[config.mk]
export PLATFORM = sky130hd
export DESIGN_NAME = csi2_rx_check
export DESIGN_NICKNAME = d
export VERILOG_FILES = /design/src/hw/csi2_pkg.sv /design/src/hw/crc_calc.sv /design/src/hw/csi2_crc_calc.sv /design/src/hw/csi2_pkt_tracker.sv /design/src/hw/csi2_rx_check.sv /design/src/hw/csi2_stat_counters.sv
export SDC_FILE = /design/constraint.sdc
export NUM_CORES = 1
export LEC_CHECK = 0
export ABC_AREA = 1
export BUFFER_PORTS_ARGS = -buffer_cell sky130_fd_sc_hd__buf_2
export CORE_ASPECT_RATIO = 1.25
export CORE_MARGIN = 2
export CORE_UTILIZATION = 59
export DETAILED_ROUTE_END_ITERATION = 7
export PLACE_DENSITY = 0.82
export SLEW_MARGIN = 20
export SYNTH_ARGS = -nofsm -noshare
export SYNTH_HDL_FRONTEND = slang
export SYNTH_SLANG_ARGS = --single-unit
[constraint.sdc]
create_clock -name clk_i -period 5 [get_ports clk_i]
set_clock_uncertainty 0.1 [all_clocks]
set_input_delay 1.5 -clock clk_i [delete_from_list [all_inputs] [get_ports clk_i]]
set_output_delay 1.5 -clock clk_i [all_outputs]
set_load 0.01 [all_outputs]
[src/hw/csi2_pkg.sv]
`default_nettype none

package csi2_pkg;

  localparam logic [15:0] CSI2_CRC_POLY    = 16'h1021;
  localparam logic [15:0] CSI2_CRC_INIT    = 16'hffff;
  localparam logic [7:0]  CSI2_LONG_ID_MIN = 8'h0f;   // ids above this carry a payload
  localparam int unsigned CSI2_CNT_WIDTH   = 16;

  typedef struct packed {
    logic [7:0]  ecc;
    logic [15:0] word_count;
    logic [7:0]  data_id;
  } csi2_hdr_t;

  // the same stream word is either a header or four payload bytes
  typedef union packed {
    csi2_hdr_t       hdr;
    logic [3:0][7:0] payload;
  } csi2_word_u;

  typedef struct packed {
    logic       valid;
    logic       last;
    logic [3:0] strb;
    csi2_word_u data;
  } csi2_beat_t;

  typedef struct packed {
    logic short_pkt;
    logic long_pkt;
    logic len_err;
  } csi2_pkt_evt_t;

  typedef struct packed {
    logic passed;
    logic failed;
  } csi2_crc_res_t;

  typedef struct packed {
    logic [CSI2_CNT_WIDTH-1:0] short_cnt;
    logic [CSI2_CNT_WIDTH-1:0] long_cnt;
    logic [CSI2_CNT_WIDTH-1:0] crc_err_cnt;
    logic [CSI2_CNT_WIDTH-1:0] len_err_cnt;
  } csi2_stats_t;

endpackage

`default_nettype wire

[src/hw/crc_calc.sv]
`timescale 1ns/1ps
`default_nettype none

module crc_calc #(
  parameter int unsigned          CRC_SIZE   = 16,
  parameter int unsigned          DATA_WIDTH = 32,
  parameter logic [CRC_SIZE-1:0]  POLY       = 16'h1021,
  parameter logic [CRC_SIZE-1:0]  INIT       = 16'hffff,
  parameter bit                   REF_IN     = 1'b1,
  parameter bit                   REF_OUT    = 1'b1,
  parameter logic [CRC_SIZE-1:0]  XOR_OUT    = 16'h0000
) (
  input  logic                  clk_i,
  input  logic                  srst_i,
  input  logic                  soft_reset_i,
  input  logic                  valid_i,
  input  logic [DATA_WIDTH-1:0] data_i,
  output logic [CRC_SIZE-1:0]   crc_o
);

  logic [CRC_SIZE-1:0] crc_q;
  logic [CRC_SIZE-1:0] crc_next;
  logic [CRC_SIZE-1:0] crc_refl;

  // with REF_IN the word is taken from bit 0 up, i.e. byte 0 first and each byte lsb first
  always_comb
    begin : fold_word
      logic d;
      logic fb;
      crc_next = crc_q;
      for( int i = 0; i < DATA_WIDTH; i++ )
        begin
          d        = REF_IN ? data_i[i] : data_i[DATA_WIDTH-1-i];
          fb       = crc_next[CRC_SIZE-1] ^ d;
          crc_next = { crc_next[CRC_SIZE-2:0], 1'b0 };
          if( fb )
            crc_next = crc_next ^ POLY;
        end
    end

  always_ff @( posedge clk_i, posedge srst_i )
    if( srst_i )
      crc_q <= INIT;
    else
      if( soft_reset_i )
        crc_q <= INIT;   // restart wins over a data word in the same cycle
      else
        if( valid_i )
          crc_q <= crc_next;

  always_comb
    begin
      for( int i = 0; i < CRC_SIZE; i++ )
        crc_refl[i] = crc_q[CRC_SIZE-1-i];
    end

  assign crc_o = ( REF_OUT ? crc_refl : crc_q ) ^ XOR_OUT;

endmodule

`default_nettype wire

[src/hw/csi2_crc_calc.sv]
`timescale 1ns/1ps
`default_nettype none

module csi2_crc_calc (
  input  logic                    clk_i,
  input  logic                    srst_i,
  input  csi2_pkg::csi2_beat_t    payload_i,
  output csi2_pkg::csi2_crc_res_t crc_res_o
);

  import csi2_pkg::*;

  logic [15:0] main_crc;
  logic [31:0] payload_data;
  logic [15:0] tail_crc;
  logic        eop;
  logic        eop_d1;
  logic        full_d1;
  logic        tail_pass_d1;
  logic        crc_good;

  // reflected CSI-2 update, lsb of the word first
  function automatic logic [15:0] crc_fold(
    input logic [15:0] crc,
    input logic [31:0] data,
    input int unsigned nbits
  );
    logic [15:0] c;
    logic        fb;
    c = crc;
    for( int i = 0; i < 32; i++ )
      if( i < nbits )
        begin
          fb = c[0] ^ data[i];
          c  = c >> 1;
          for( int j = 0; j < 16; j++ )
            if( fb && CSI2_CRC_POLY[j] )
              c[15-j] = ~c[15-j];
        end
    return c;
  endfunction

  assign payload_data = payload_i.data.payload;
  assign eop          = payload_i.valid && payload_i.last;

  crc_calc #(
    .CRC_SIZE     ( 16              ),
    .DATA_WIDTH   ( 32              ),
    .POLY         ( CSI2_CRC_POLY   ),
    .INIT         ( CSI2_CRC_INIT   ),
    .REF_IN       ( 1'b1            ),
    .REF_OUT      ( 1'b1            ),
    .XOR_OUT      ( 16'h0000        )
  ) main_calc (
    .clk_i        ( clk_i           ),
    .srst_i       ( srst_i          ),
    .soft_reset_i ( eop_d1          ),
    .valid_i      ( payload_i.valid ),
    .data_i       ( payload_data    ),
    .crc_o        ( main_crc        )
  );

  // partial last beat is folded here from the crc before that beat
  always_comb
    begin
      case( payload_i.strb )
        4'b0001:
          tail_crc = crc_fold( main_crc, payload_data, 8 );
        4'b0011:
          tail_crc = crc_fold( main_crc, payload_data, 16 );
        4'b0111:
          tail_crc = crc_fold( main_crc, payload_data, 24 );
        default:
          tail_crc = '1;   // full beats are checked on the engine, odd strobes fail
      endcase
    end

  always_ff @( posedge clk_i, posedge srst_i )
    if( srst_i )
      begin
        eop_d1       <= 1'b0;
        full_d1      <= 1'b0;
        tail_pass_d1 <= 1'b0;
      end
    else
      begin
        eop_d1       <= eop;
        full_d1      <= eop && ( payload_i.strb == 4'b1111 );
        tail_pass_d1 <= eop && ( tail_crc == '0 );
      end

  // after a full last beat the engine already holds the residue over the whole payload
  always_comb
    begin
      crc_good         = full_d1 ? ( main_crc == '0 ) : tail_pass_d1;
      crc_res_o.passed = eop_d1 && crc_good;
      crc_res_o.failed = eop_d1 && !crc_good;
    end

endmodule

`default_nettype wire

[src/hw/csi2_pkt_tracker.sv]
`timescale 1ns/1ps
`default_nettype none

module csi2_pkt_tracker (
  input  logic                    clk_i,
  input  logic                    srst_i,
  input  csi2_pkg::csi2_beat_t    pkt_i,
  output csi2_pkg::csi2_beat_t    payload_o,
  output csi2_pkg::csi2_pkt_evt_t pkt_evt_o
);

  import csi2_pkg::*;

  csi2_hdr_t   hdr;
  logic        in_payload;
  logic        hdr_beat;
  logic        pl_beat;
  logic        pl_last;
  logic        long_hdr;
  logic [15:0] word_cnt;
  logic [16:0] byte_cnt;
  logic [16:0] byte_total;
  logic [2:0]  beat_bytes;

  assign hdr        = pkt_i.data.hdr;
  assign hdr_beat   = pkt_i.valid && !in_payload;   // first valid beat outside a payload
  assign pl_beat    = pkt_i.valid && in_payload;
  assign pl_last    = pl_beat && pkt_i.last;
  assign long_hdr   = hdr.data_id > CSI2_LONG_ID_MIN;
  assign beat_bytes = 3'( $countones( pkt_i.strb ) );
  assign byte_total = byte_cnt + 17'( beat_bytes );

  always_comb
    begin
      payload_o       = pkt_i;
      payload_o.valid = pl_beat;   // header beats never reach the CRC block
    end

  always_ff @( posedge clk_i, posedge srst_i )
    if( srst_i )
      in_payload <= 1'b0;
    else
      if( hdr_beat && long_hdr && !pkt_i.last )
        in_payload <= 1'b1;
      else
        if( pl_last )
          in_payload <= 1'b0;

  always_ff @( posedge clk_i )
    if( hdr_beat && long_hdr )
      word_cnt <= hdr.word_count;

  always_ff @( posedge clk_i, posedge srst_i )
    if( srst_i )
      byte_cnt <= '0;
    else
      if( hdr_beat )
        byte_cnt <= '0;
      else
        if( pl_beat )
          byte_cnt <= byte_total;

  // payload carries word count data bytes plus the two CRC bytes
  always_ff @( posedge clk_i, posedge srst_i )
    if( srst_i )
      pkt_evt_o <= '0;
    else
      begin
        pkt_evt_o.short_pkt <= hdr_beat && !long_hdr;
        pkt_evt_o.long_pkt  <= pl_last;
        pkt_evt_o.len_err   <= pl_last && ( byte_total != ( { 1'b0, word_cnt } + 17'd2 ) );
      end

endmodule

`default_nettype wire

[src/hw/csi2_rx_check.sv]
`timescale 1ns/1ps
`default_nettype none

module csi2_rx_check #(
  parameter int unsigned CNT_WIDTH = csi2_pkg::CSI2_CNT_WIDTH
) (
  input  logic                    clk_i,
  input  logic                    srst_i,
  input  csi2_pkg::csi2_beat_t    pkt_i,
  output csi2_pkg::csi2_crc_res_t crc_res_o,
  output csi2_pkg::csi2_pkt_evt_t pkt_evt_o,
  output csi2_pkg::csi2_stats_t   stats_o
);

  import csi2_pkg::*;

  csi2_beat_t payload;   // input beats with valid kept only inside a payload

  csi2_pkt_tracker pkt_tracker (
    .clk_i     ( clk_i     ),
    .srst_i    ( srst_i    ),
    .pkt_i     ( pkt_i     ),
    .payload_o ( payload   ),
    .pkt_evt_o ( pkt_evt_o )
  );

  csi2_crc_calc crc_check (
    .clk_i     ( clk_i     ),
    .srst_i    ( srst_i    ),
    .payload_i ( payload   ),
    .crc_res_o ( crc_res_o )
  );

  csi2_stat_counters #(
    .CNT_WIDTH ( CNT_WIDTH )
  ) stat_counters (
    .clk_i     ( clk_i     ),
    .srst_i    ( srst_i    ),
    .pkt_evt_i ( pkt_evt_o ),
    .crc_res_i ( crc_res_o ),
    .stats_o   ( stats_o   )
  );

endmodule

`default_nettype wire

[src/hw/csi2_stat_counters.sv]
`timescale 1ns/1ps
`default_nettype none

module csi2_stat_counters #(
  parameter int unsigned CNT_WIDTH = csi2_pkg::CSI2_CNT_WIDTH
) (
  input  logic                    clk_i,
  input  logic                    srst_i,
  input  csi2_pkg::csi2_pkt_evt_t pkt_evt_i,
  input  csi2_pkg::csi2_crc_res_t crc_res_i,
  output csi2_pkg::csi2_stats_t   stats_o
);

  import csi2_pkg::*;

  logic [CNT_WIDTH-1:0] short_cnt;
  logic [CNT_WIDTH-1:0] long_cnt;
  logic [CNT_WIDTH-1:0] crc_err_cnt;
  logic [CNT_WIDTH-1:0] len_err_cnt;

  function automatic logic [CNT_WIDTH-1:0] sat_inc( input logic [CNT_WIDTH-1:0] cnt );
    return ( &cnt ) ? cnt : cnt + 1'b1;   // hold at all ones
  endfunction

  always_ff @( posedge clk_i, posedge srst_i )
    if( srst_i )
      begin
        short_cnt   <= '0;
        long_cnt    <= '0;
        crc_err_cnt <= '0;
        len_err_cnt <= '0;
      end
    else
      begin
        if( pkt_evt_i.short_pkt )
          short_cnt <= sat_inc( short_cnt );
        if( pkt_evt_i.long_pkt )
          long_cnt <= sat_inc( long_cnt );
        if( crc_res_i.failed )
          crc_err_cnt <= sat_inc( crc_err_cnt );
        if( pkt_evt_i.len_err )
          len_err_cnt <= sat_inc( len_err_cnt );
      end

  assign stats_o.short_cnt   = CSI2_CNT_WIDTH'( short_cnt );
  assign stats_o.long_cnt    = CSI2_CNT_WIDTH'( long_cnt );
  assign stats_o.crc_err_cnt = CSI2_CNT_WIDTH'( crc_err_cnt );
  assign stats_o.len_err_cnt = CSI2_CNT_WIDTH'( len_err_cnt );

endmodule

`default_nettype wire

* After elaboration in Yosys (flattened, before gate mapping)
Cells that the tools add are included.
Word-level totals: input port bits 40, output and inout bits 69, word-level logic and storage cells 484, register bits 119
Operators by class: reductions and logical operators 28, magnitude comparators 1, equal/unequal tests 5, $add $sub $neg 9, mux-type cells 223, bitwise gates (word level) 205
Operator list (number):
- $mux W16 | 47
- $mux W13 | 32
- $mux W1 | 141
- $not A1 Y1 | 96
- $not A3 Y3 | 32
- $xor A1 B1 Y1 | 77
- $add A16 B1 Y16 const B | 4
- $reduce_and A16 Y1 | 4
- $pmux W16 S3 | 1
- $mux W17 | 2
- $logic_not A16 Y1 | 2
- $add A16 B2 Y17 const B | 1
- $add A17 B3 Y17 | 1
- $ne A17 B17 Y1 | 1
- $logic_and A1 B1 Y1 | 11
- $gt A8 B4 Y1 const B | 1
- $reduce_and A2 Y1 | 4
- $reduce_bool A2 Y1 | 3
- $add A1 B1 Y2 | 2
- $eq A4 B1 Y1 const B | 1
- $eq A4 B2 Y1 const B | 1
- $eq A4 B3 Y1 const B | 1
- $eq A4 B4 Y1 const B | 1
- $logic_not A1 Y1 | 4
- $add A3 B3 Y3 | 1

* Depth between registers and ports, before layout
Gate-level depths: netlist of run 1.
word-level depth 74, gate-level depth with buffers 28

* By module
Synthesis of run 1 repeated with hierarchy kept, for this count alone.
Unflattened totals: cell total of the unflattened synthesis 1687, area, all modules 10839.1 µm²
Modules (own cells, without submodules):
- csi2_stat_counters | area an instance 3860.0 µm², seq. area each 1601.5 µm², instances 1, cells each 555
- csi2_pkt_tracker | area an instance 2847.7 µm², seq. area each 1006.0 µm², instances 1, cells each 394
- crc_calc | area an instance 2547.4 µm², seq. area each 420.4 µm², instances 1, cells each 425
- csi2_crc_calc | area an instance 1584.0 µm², seq. area each 75.1 µm², instances 1, cells each 313

* Least setup slack after synthesis of run 1
OpenSTA, ideal clock, no wires.
path kind input to register, start point input pkt_i[34] in the netlist's numbering, end point register, netlist name pkt_tracker.pkt_evt_o[0], required time 4.787 ns, buffers on the path 0, library setup time 0.113 ns, path slack 0.004 ns, data arrival time 4.783 ns, stages on the path 20, cells stage by stage inv_1 > ha_1 > ha_1 > inv_1 > fa_1 > fa_1 > or2_2 > a21oi_2 > nand4_1 > or2_2 > nor2_2 > nand2_1 > nor2_1 > xor2_1 > xor2_1 > nand4_1 > nor2_1 > nand3_1 > nand2_1 > inv_1
Between the ends: word-level cells in the longest chain between the ends 5
RTL lines:
- start: declaration | RTL line csi2_rx_check.sv:9 | input csi2_pkg::csi2_beat_t pkt_i,
- $add A1 B1 Y2 (implied by the code) | RTL line csi2_pkt_tracker.sv:30 | assign beat_bytes = 3'( $countones( pkt_i.strb ) );
- $add A3 B3 Y3 (implied by the code) | RTL line csi2_pkt_tracker.sv:30
- $add A17 B3 Y17 | RTL line csi2_pkt_tracker.sv:31 | assign byte_total = byte_cnt + 17'( beat_bytes );
- $ne A17 B17 Y1 | RTL line csi2_pkt_tracker.sv:71 | pkt_evt_o.len_err <= pl_last && ( byte_total != ( { 1'b0, word_cnt } + 17'd2 ) );
- $logic_and A1 B1 Y1 | RTL line csi2_pkt_tracker.sv:71
Every way passes these cells. A chain may end at the register's enable or synchronous reset.

* Worst setup path in the final report of run 1
start point input pkt_i[35] in the netlist's numbering, end point register, netlist name pkt_tracker.pkt_evt_o[0]
Between the ends: word-level cells in the longest chain between the ends 5
RTL lines (RTL line):
- $add A1 B1 Y2 (implied by the code) | csi2_pkt_tracker.sv:30
- $add A3 B3 Y3 (implied by the code) | csi2_pkt_tracker.sv:30
- $add A17 B3 Y17 | csi2_pkt_tracker.sv:31
- $ne A17 B17 Y1 | csi2_pkt_tracker.sv:71
- $logic_and A1 B1 Y1 | csi2_pkt_tracker.sv:71
Every way passes these cells.

==> metrics, run 1 <==
gr usage total=29.3%; non-filler cells, final=between 1000 and 1500; end of the worst register-to-register path=crc_check.tail_pass_d1$_DFF_PP0_; Antenna Nets Post-Route=0; share of cells above drive strength 1=a little under a quarter; largest net degree at the start of global routing=42; nets@finish=1199; Fin. Hold Viols=0; headroom to the max-slew limit=around a third; DRT iter0 DRCs=between 400 and 500; r2r setup slk=1.70 ns; die height=roughly 130 um; CP startpoint=pkt_i[35]; Placeable Area=approximately 13000 um2; Seq cells post-synth=119; worst IR drop on VDD=approximately 660 uV; Worst setup EP type=flop; Tcrit/Tclk final=a little over nine tenths; total power=approximately 6300 uW; global-route wire length before repair=roughly 33000 um; Pwr Density=669 nW/um2; area delta synth->final=20.0%; die width=107 um; Die ar.=14200 um2; Cells after Synth=1003; initial cell density of the core=approximately three fifths; top_reg_cell synth=dfrtp_1; row cnt=47; area of the multi-input gates=4290 um2; Placed Instances=between 1000 and 1500; leakage power=between 0.004 and 0.005 uW; clock slew seen by the registers of the worst setup and hold paths=0.06 ns; Filler Cell Count=around 1100; Yosys warnings=0; synthesized area=7850 um2; fin. max-slew vios=0; number of synthesized flops with an enable pin=16; Worst Setup EP=pkt_tracker.pkt_evt_o[0]$_DFF_PP0_; setup TNS=0 ns; Root Driver=clkbuf_16; ys async rst share=86.6%; IO Port Bufs=108; Final Setup Violations=0; commonest non-fill, non-tap cell in the layout=nand2_1; H-tree Lvls=4; via count=7273; IO Pins=between 100 and 150; fin crit period=4.91 ns; CTS tree=done; R2R depth=24; GR Overflow Total=0; Post-route DRC=0; antenna violations before repair=0; worst-margin pin slew=0.977 ns; status=finished, final reports clean; Critical Path Start Type=primary input; r2r startpoint=crc_check.main_calc.crc_q[12]$_DFFE_PP1P_; Max Buffers Root-to-Sink=2; post-DR vias/cell=roughly 5.5; worst min path class=reg2reg; total iterations of the first detailed-routing run=5; final core occ=71.8%; Register Area=3080 um2; post-synthesis area per instance=7.82 um2; most frequent cells in the layout=218 x nand2_1, 132 x inv_1, 122 x nand3_1, 108 x buf_2, 87 x dfrtp_1; Post-Syn Nets=1060; GP Congestion=1.05; vias in the first global route=6960; Crit Path Class=in2reg; HPWL Detailed=15300 um; final wirelength=20600 um; WL/cell=15.5 um; Sink Count=119; clk_lat worst skew=between 0.4 and 0.5 ns; Worst Path Max Fanout=2; f_max=around 200 MHz; Required @ worst endpoint=5.21 ns; Seq/Total Area, Yosys=39.2%; post-synth cell types=42; Num CTS Buffers=17; Arr. time, crit path=between 5 and 6 ns; max_cap viols=0
[Yosys cell counts, types with 3 or more instances]
master | n | area share [%]
nor2_1 | 76 | 3.6
nor4_1 | 6 | 0.48
clkbuf_1 | 5 | 0.24
dfrtp_1 | 87 | 28
buf_2 | 3 | 0.19
o22ai_1 | 16 | 1.3
xor2_1 | 63 | 7.0
o21ai_0 | 14 | 0.89
nand2_1 | 219 | 10
inv_2 | 4 | 0.19
dfstp_2 | 16 | 5.4
a21oi_1 | 22 | 1.4
nand3b_1 | 11 | 1.1
nand3_2 | 9 | 1.1
nand3_1 | 122 | 7.8
nand2_2 | 47 | 3.7
xnor2_1 | 42 | 4.7
a31oi_1 | 4 | 0.32
inv_1 | 135 | 6.5
edfxtp_1 | 16 | 6.1
nand2_4 | 10 | 1.4
nand4_1 | 22 | 1.8
nor3_1 | 15 | 0.96
ha_1 | 15 | 2.4
[power breakdown]
| part | switching [uW] | leakage [uW] | internal (uW) |
|---|---|---|---|
| Combinational | 2430 | 0.00301 | 1190 |
| Clock | 501 | 0.000296 | 757 |
| Sequential | 212 | 0.00151 | 1210 |
[metal layers]
metal | wire [um] | share of wire [%] | track usage [%] | vias up
li1 | - | - | - | 3534
met1 | 7780 | 38 | 32.8 | 3370
met2 | 10800 | 52 | 51.9 | 277
met3 | 917 | 4.5 | 4.43 | 92
met4 | 1140 | 5.5 | 17.2 | 0
met5 | 0 | 0 | 0 | -
[registers in the layout, indices dropped and copies added (netlist names)]
name                       count
pkt_tracker.byte_cnt          17
pkt_tracker.word_cnt          16
stat_counters.long_cnt        16
pkt_tracker.in_payload         1
stat_counters.len_err_cnt     16
stat_counters.crc_err_cnt     16
crc_check.full_d1              1
crc_check.eop_d1               1
pkt_tracker.pkt_evt_o          2
stat_counters.short_cnt       16
crc_check.main_calc.crc_q     16
crc_check.tail_pass_d1         1
[per-stage QoR]
| stage | setup slack, ns | instance area (um2) | hold WS (ns) |
|---|---|---|---|
| floorplan | 0.00436 | 7850 | 0.380 |
| global placement | -0.239 | 8700 | 0.378 |
| detailed placement | -0.410 | 8700 | 0.387 |
| CTS | 0.0631 | 9370 | 0.398 |
| global route | -0.0517 | 9410 | 0.416 |
| finish | 0.0927 | 9410 | 0.399 |
[cell families after synthesis]
group / count (synthesis) / synth area share (%)
xor+xnor: 106 / 12.0
simple gates: 550 / 34.1
fa+ha+maj: 17 / 2.90
flops: 119 / 39.2
compound gates: 63 / 4.56
buf+inv: 148 / 7.18
[layout make-up]
type	instances	area share (%)
Antenna cell	1	0.0266
Clock buffer	17	4.52
Clock inverter	15	1.91
Inverter	139	5.57
Sequential cell	119	32.7
Multi-Input combinational cell	736	45.6
Timing Repair Buffer	129	7.42
Tap cell	171	2.27
[how the worst min path moves through the flow]
stage	from	slack, ns	to	cells past startpoint
global placement	stat_counters.long_cnt[15]$_DFFE_PP0P_	0.38	stat_counters.long_cnt[15]$_DFFE_PP0P_	1
global route	stat_counters.crc_err_cnt[15]$_DFFE_PP0P_	0.42	stat_counters.crc_err_cnt[15]$_DFFE_PP0P_	1
finish	stat_counters.crc_err_cnt[5]$_DFFE_PP0P_	0.40	stat_counters.crc_err_cnt[5]$_DFFE_PP0P_	1
floorplan	crc_check.main_calc.crc_q[2]$_DFFE_PP1P_	0.38	crc_check.main_calc.crc_q[2]$_DFFE_PP1P_	2
CTS	stat_counters.crc_err_cnt[5]$_DFFE_PP0P_	0.40	stat_counters.crc_err_cnt[5]$_DFFE_PP0P_	1
detailed placement	stat_counters.crc_err_cnt[5]$_DFFE_PP0P_	0.39	stat_counters.crc_err_cnt[5]$_DFFE_PP0P_	1
[critical path, stage by stage]
cell and delay, ns:
buf_2 0.09, inv_1 0.05, ha_1 0.31, ha_2 0.19, inv_2 0.04, fa_1 0.48
fa_2 0.36, or2_4 0.25, a21oi_4 0.14, nand4_1 0.13, or2_4 0.29, nor2_4 0.13
nand2_2 0.08, nor2_4 0.19, xor2_4 0.22, xor2_2 0.22, nand4_1 0.15, nor2_1 0.12
nand3_1 0.07, nand2_1 0.06, inv_1 0.04
[repair_timing]
action,in CTS,in global routing
setup endpoints to repair,1,1
buffers inserted,2,2
hold buffers,0,0
resized for setup,10,6
pin swaps,5,11
(Power assumes the default switching activity.)
==> run 2: changes to the inputs <==
==> constraint.sdc (replaced) <==
create_clock -name clk_i -period 4.97 [get_ports clk_i]
set_clock_uncertainty 0.1 [all_clocks]
set_input_delay 0.497 -clock clk_i [delete_from_list [all_inputs] [get_ports clk_i]]
set_output_delay 0.497 -clock clk_i [all_outputs]
set_load 0.01 [all_outputs]
==> run 2 against run 1 <==
- non-clock buffer count is 20 lower
- routed wire length is 5.2% lower
- combinational power hardly changed
- critical path depth stayed put
- highest routed layer unchanged
- sequential share of layout area is 0.82 points higher
- clock-buffer cell count is 1 higher
- largest cell class unchanged
- critical path type unchanged
- global-route usage is 0.60 points lower
- setup slack better by 0.82 ns
- register-to-register slack worse by 0.34 ns
- largest power group unchanged
==> metrics, run 2 (synthesis results as in run 1) <==
placed cell areas=8580 um2 (-1.4%); Final WS setup=0.915 ns (+0.822 ns); vias in the first global route=7118 (+2.3%); leakage power=0.00470 uW (-2.3%); GR Overflow Total=0 (unchanged); R2R depth=23 (-4.2%); Worst setup EP type=flop; fin. max-slew vios=0 (unchanged); WL/cell=14.9 um (-3.7%); area delta synth->final=17.0%; HPWL Detailed=14900 um (-2.8%); share of cells above drive strength 1=21.0% (-2.2 points); DRT iter0 DRCs=542 (+12%); hold_buf cts=0 (unchanged); Largest Register=pkt_tracker.byte_cnt; status=finished, final reports clean; Arr. time, crit path=4.25 ns (-0.87 ns); Placeable Area=13100 um2 (unchanged); Tcrit/Tclk final=between 80% and 90%; Antenna Nets Post-Route=0 (unchanged); Sink Count=119 (unchanged); Worst Path Max Fanout=3 (+1); GP Congestion=1.00 (-4.1%); RSZ-0062 raised after global routing=no; Max Buffers Root-to-Sink=2 (unchanged); total iterations of the first detailed-routing run=6 (+1); largest net degree at the start of global routing=57 (+36%); pre-CTS setup slack=0.485 ns (+0.894 ns); Final Setup Violations=0 (unchanged); Resized Gates After CTS=0 (-10); Post-route DRC=0 (unchanged); f_max=247 MHz; Crit Path Class=in2reg; worst-margin pin slew=1.04 ns (+0.0649 ns); worst min path class=in2async; Met3 Wirelength=804 um (-12%); max_cap viols=0 (unchanged); fin crit period=4.06 ns; DRT met1 WL=7510 um (-3.4%); Required @ worst endpoint=5.17 ns (-0.04 ns); Pwr Density=682 nW/um2 (+1.9%); Num CTS Buffers=17 (unchanged); Die ar.=14200 um2 (unchanged); post-DR vias/cell=5.46 (-0.45%); CTS tree=done; IO Pins=109 (unchanged); Critical Path Start Type=primary input; H-tree Lvls=4 (unchanged); row cnt=47 (unchanged); Fin. Hold Viols=0 (unchanged); global-route wire length before repair=32300 um (-1.4%); Root Driver=clkbuf_16; Top Metal Used=met4; antenna violations before repair=0 (unchanged); minimum hold slack=0.0952 ns (-0.304 ns); gr usage total=28.7% (-0.60 points); IO Port Bufs=108 (unchanged); Largest register FFs=17 (unchanged); commonest non-fill, non-tap cell in the layout=nand2_1; final wirelength=19500 um (-5.2%); initial cell density of the core=59.8% (unchanged); die height=133 um (unchanged); setup TNS=0 ns (unchanged); Post-Layout Inst Area=9180 um2 (-2.4%); die width=107 um (unchanged); via count=7131 (-2.0%); metal2 WL=10400 um (-3.2%); headroom to the max-slew limit=30.4% (-4.3 points); clk_lat worst skew=0.41 ns (about the same); clock slew seen by the registers of the worst setup and hold paths=0.06 ns (about the same); worst IR drop on VDD=637 uV (-3.9%); Filler Cell Count=1068 (+1.4%); nets@finish=1179 (-1.7%); total setup buffers inserted after CTS=0 (-2); most frequent cells in the layout=219 x nand2_1, 134 x inv_1, 122 x nand3_1, 108 x buf_2, 87 x dfrtp_1
-- run 2: cell types whose count changed in the layout (fill, tap and decap cells not counted), moves of 2 or more --
cell	delta
nor2_4	-2
inv_8	-2
clkinv_4	+4
xor2_1	+3
ha_1	+2
or2_4	-2
inv_2	-2
inv_1	+2
inv_6	-4
or2_2	+2
xor2_2	-2
buf_4	-20
-- run 2: worst paths after layout --
check / start / to / slack (ns)
setup / recovery: pkt_i[34] / pkt_tracker.pkt_evt_o[0]$_DFF_PP0_ / 0.91
hold / removal: srst_i / stat_counters.long_cnt[4]$_DFFE_PP0P_ / 0.1
min in group clk_i: pkt_i[19] / pkt_tracker.word_cnt[11]$_DFFE_PP_ / 0.21
hold reg to reg: stat_counters.long_cnt[15]$_DFFE_PP0P_ / stat_counters.long_cnt[15]$_DFFE_PP0P_ / 0.38
setup reg to reg: crc_check.main_calc.crc_q[12]$_DFFE_PP1P_ / crc_check.tail_pass_d1$_DFF_PP0_ / 1.36
max in group asynchronous: srst_i / stat_counters.short_cnt[3]$_DFFE_PP0P_ / 3.59
-- run 2: layout make-up --
type | instances | area, um2 | share of cell area (%)
diodes | 1 | 2.50 | 0.0273
clock buffers | 18 | 439 | 4.78
clock inverters | 14 | 165 | 1.80
inverters | 139 | 524 | 5.71
multi-input cells | 736 | 4210 | 45.9
flip-flops and latches | 119 | 3080 | 33.5
well taps | 171 | 214 | 2.33
repair buffers | 109 | 548 | 5.97
-- run 2: metrics by stage --
| step | cells | util [%] | power (uW) |
|---|---|---|---|
| 6_report | 1307 | 70.0 | 6260 |
| 3_3_place_gp | 1274 | 65.4 | 4880 |
| 4_1_cts | 1306 | 70.0 | 6230 |
| 5_1_grt | 1306 | 70.0 | 6730 |
| 2_1_floorplan | 1003 | - | 4150 |
| 3_5_place_dp | 1274 | 65.4 | 4960 |
-- run 2: per-layer routing --
metal  vias up  global-route usage [%]
met4         0                    15.7
met2       217                    51.8
met5         -                       0
li1       3499                       -
met1      3360                    31.6
met3        55                    4.68
-- run 2: where the power goes --
part           switching, uW  total, uW  leakage, uW  internal [uW]
registers                202       1420      0.00151           1220
logic                   2420       3600      0.00290           1170
clock network            477       1240     0.000290            764
-- run 2: worst max-delay path, cell delays in order --
cell and delay (ns):
buf_2 0.11, inv_1 0.05, ha_1 0.28, ha_1 0.20, inv_1 0.07, fa_1 0.45, fa_1 0.42, or2_2 0.33
a21oi_2 0.20, nand4_1 0.15, or2_2 0.32, nor2_2 0.16, nand2_1 0.11, nor2_1 0.13, xor2_1 0.24, xor2_1 0.19
nand4_1 0.09, nor2_1 0.09, nand3_1 0.07, nand2_1 0.06, inv_1 0.05
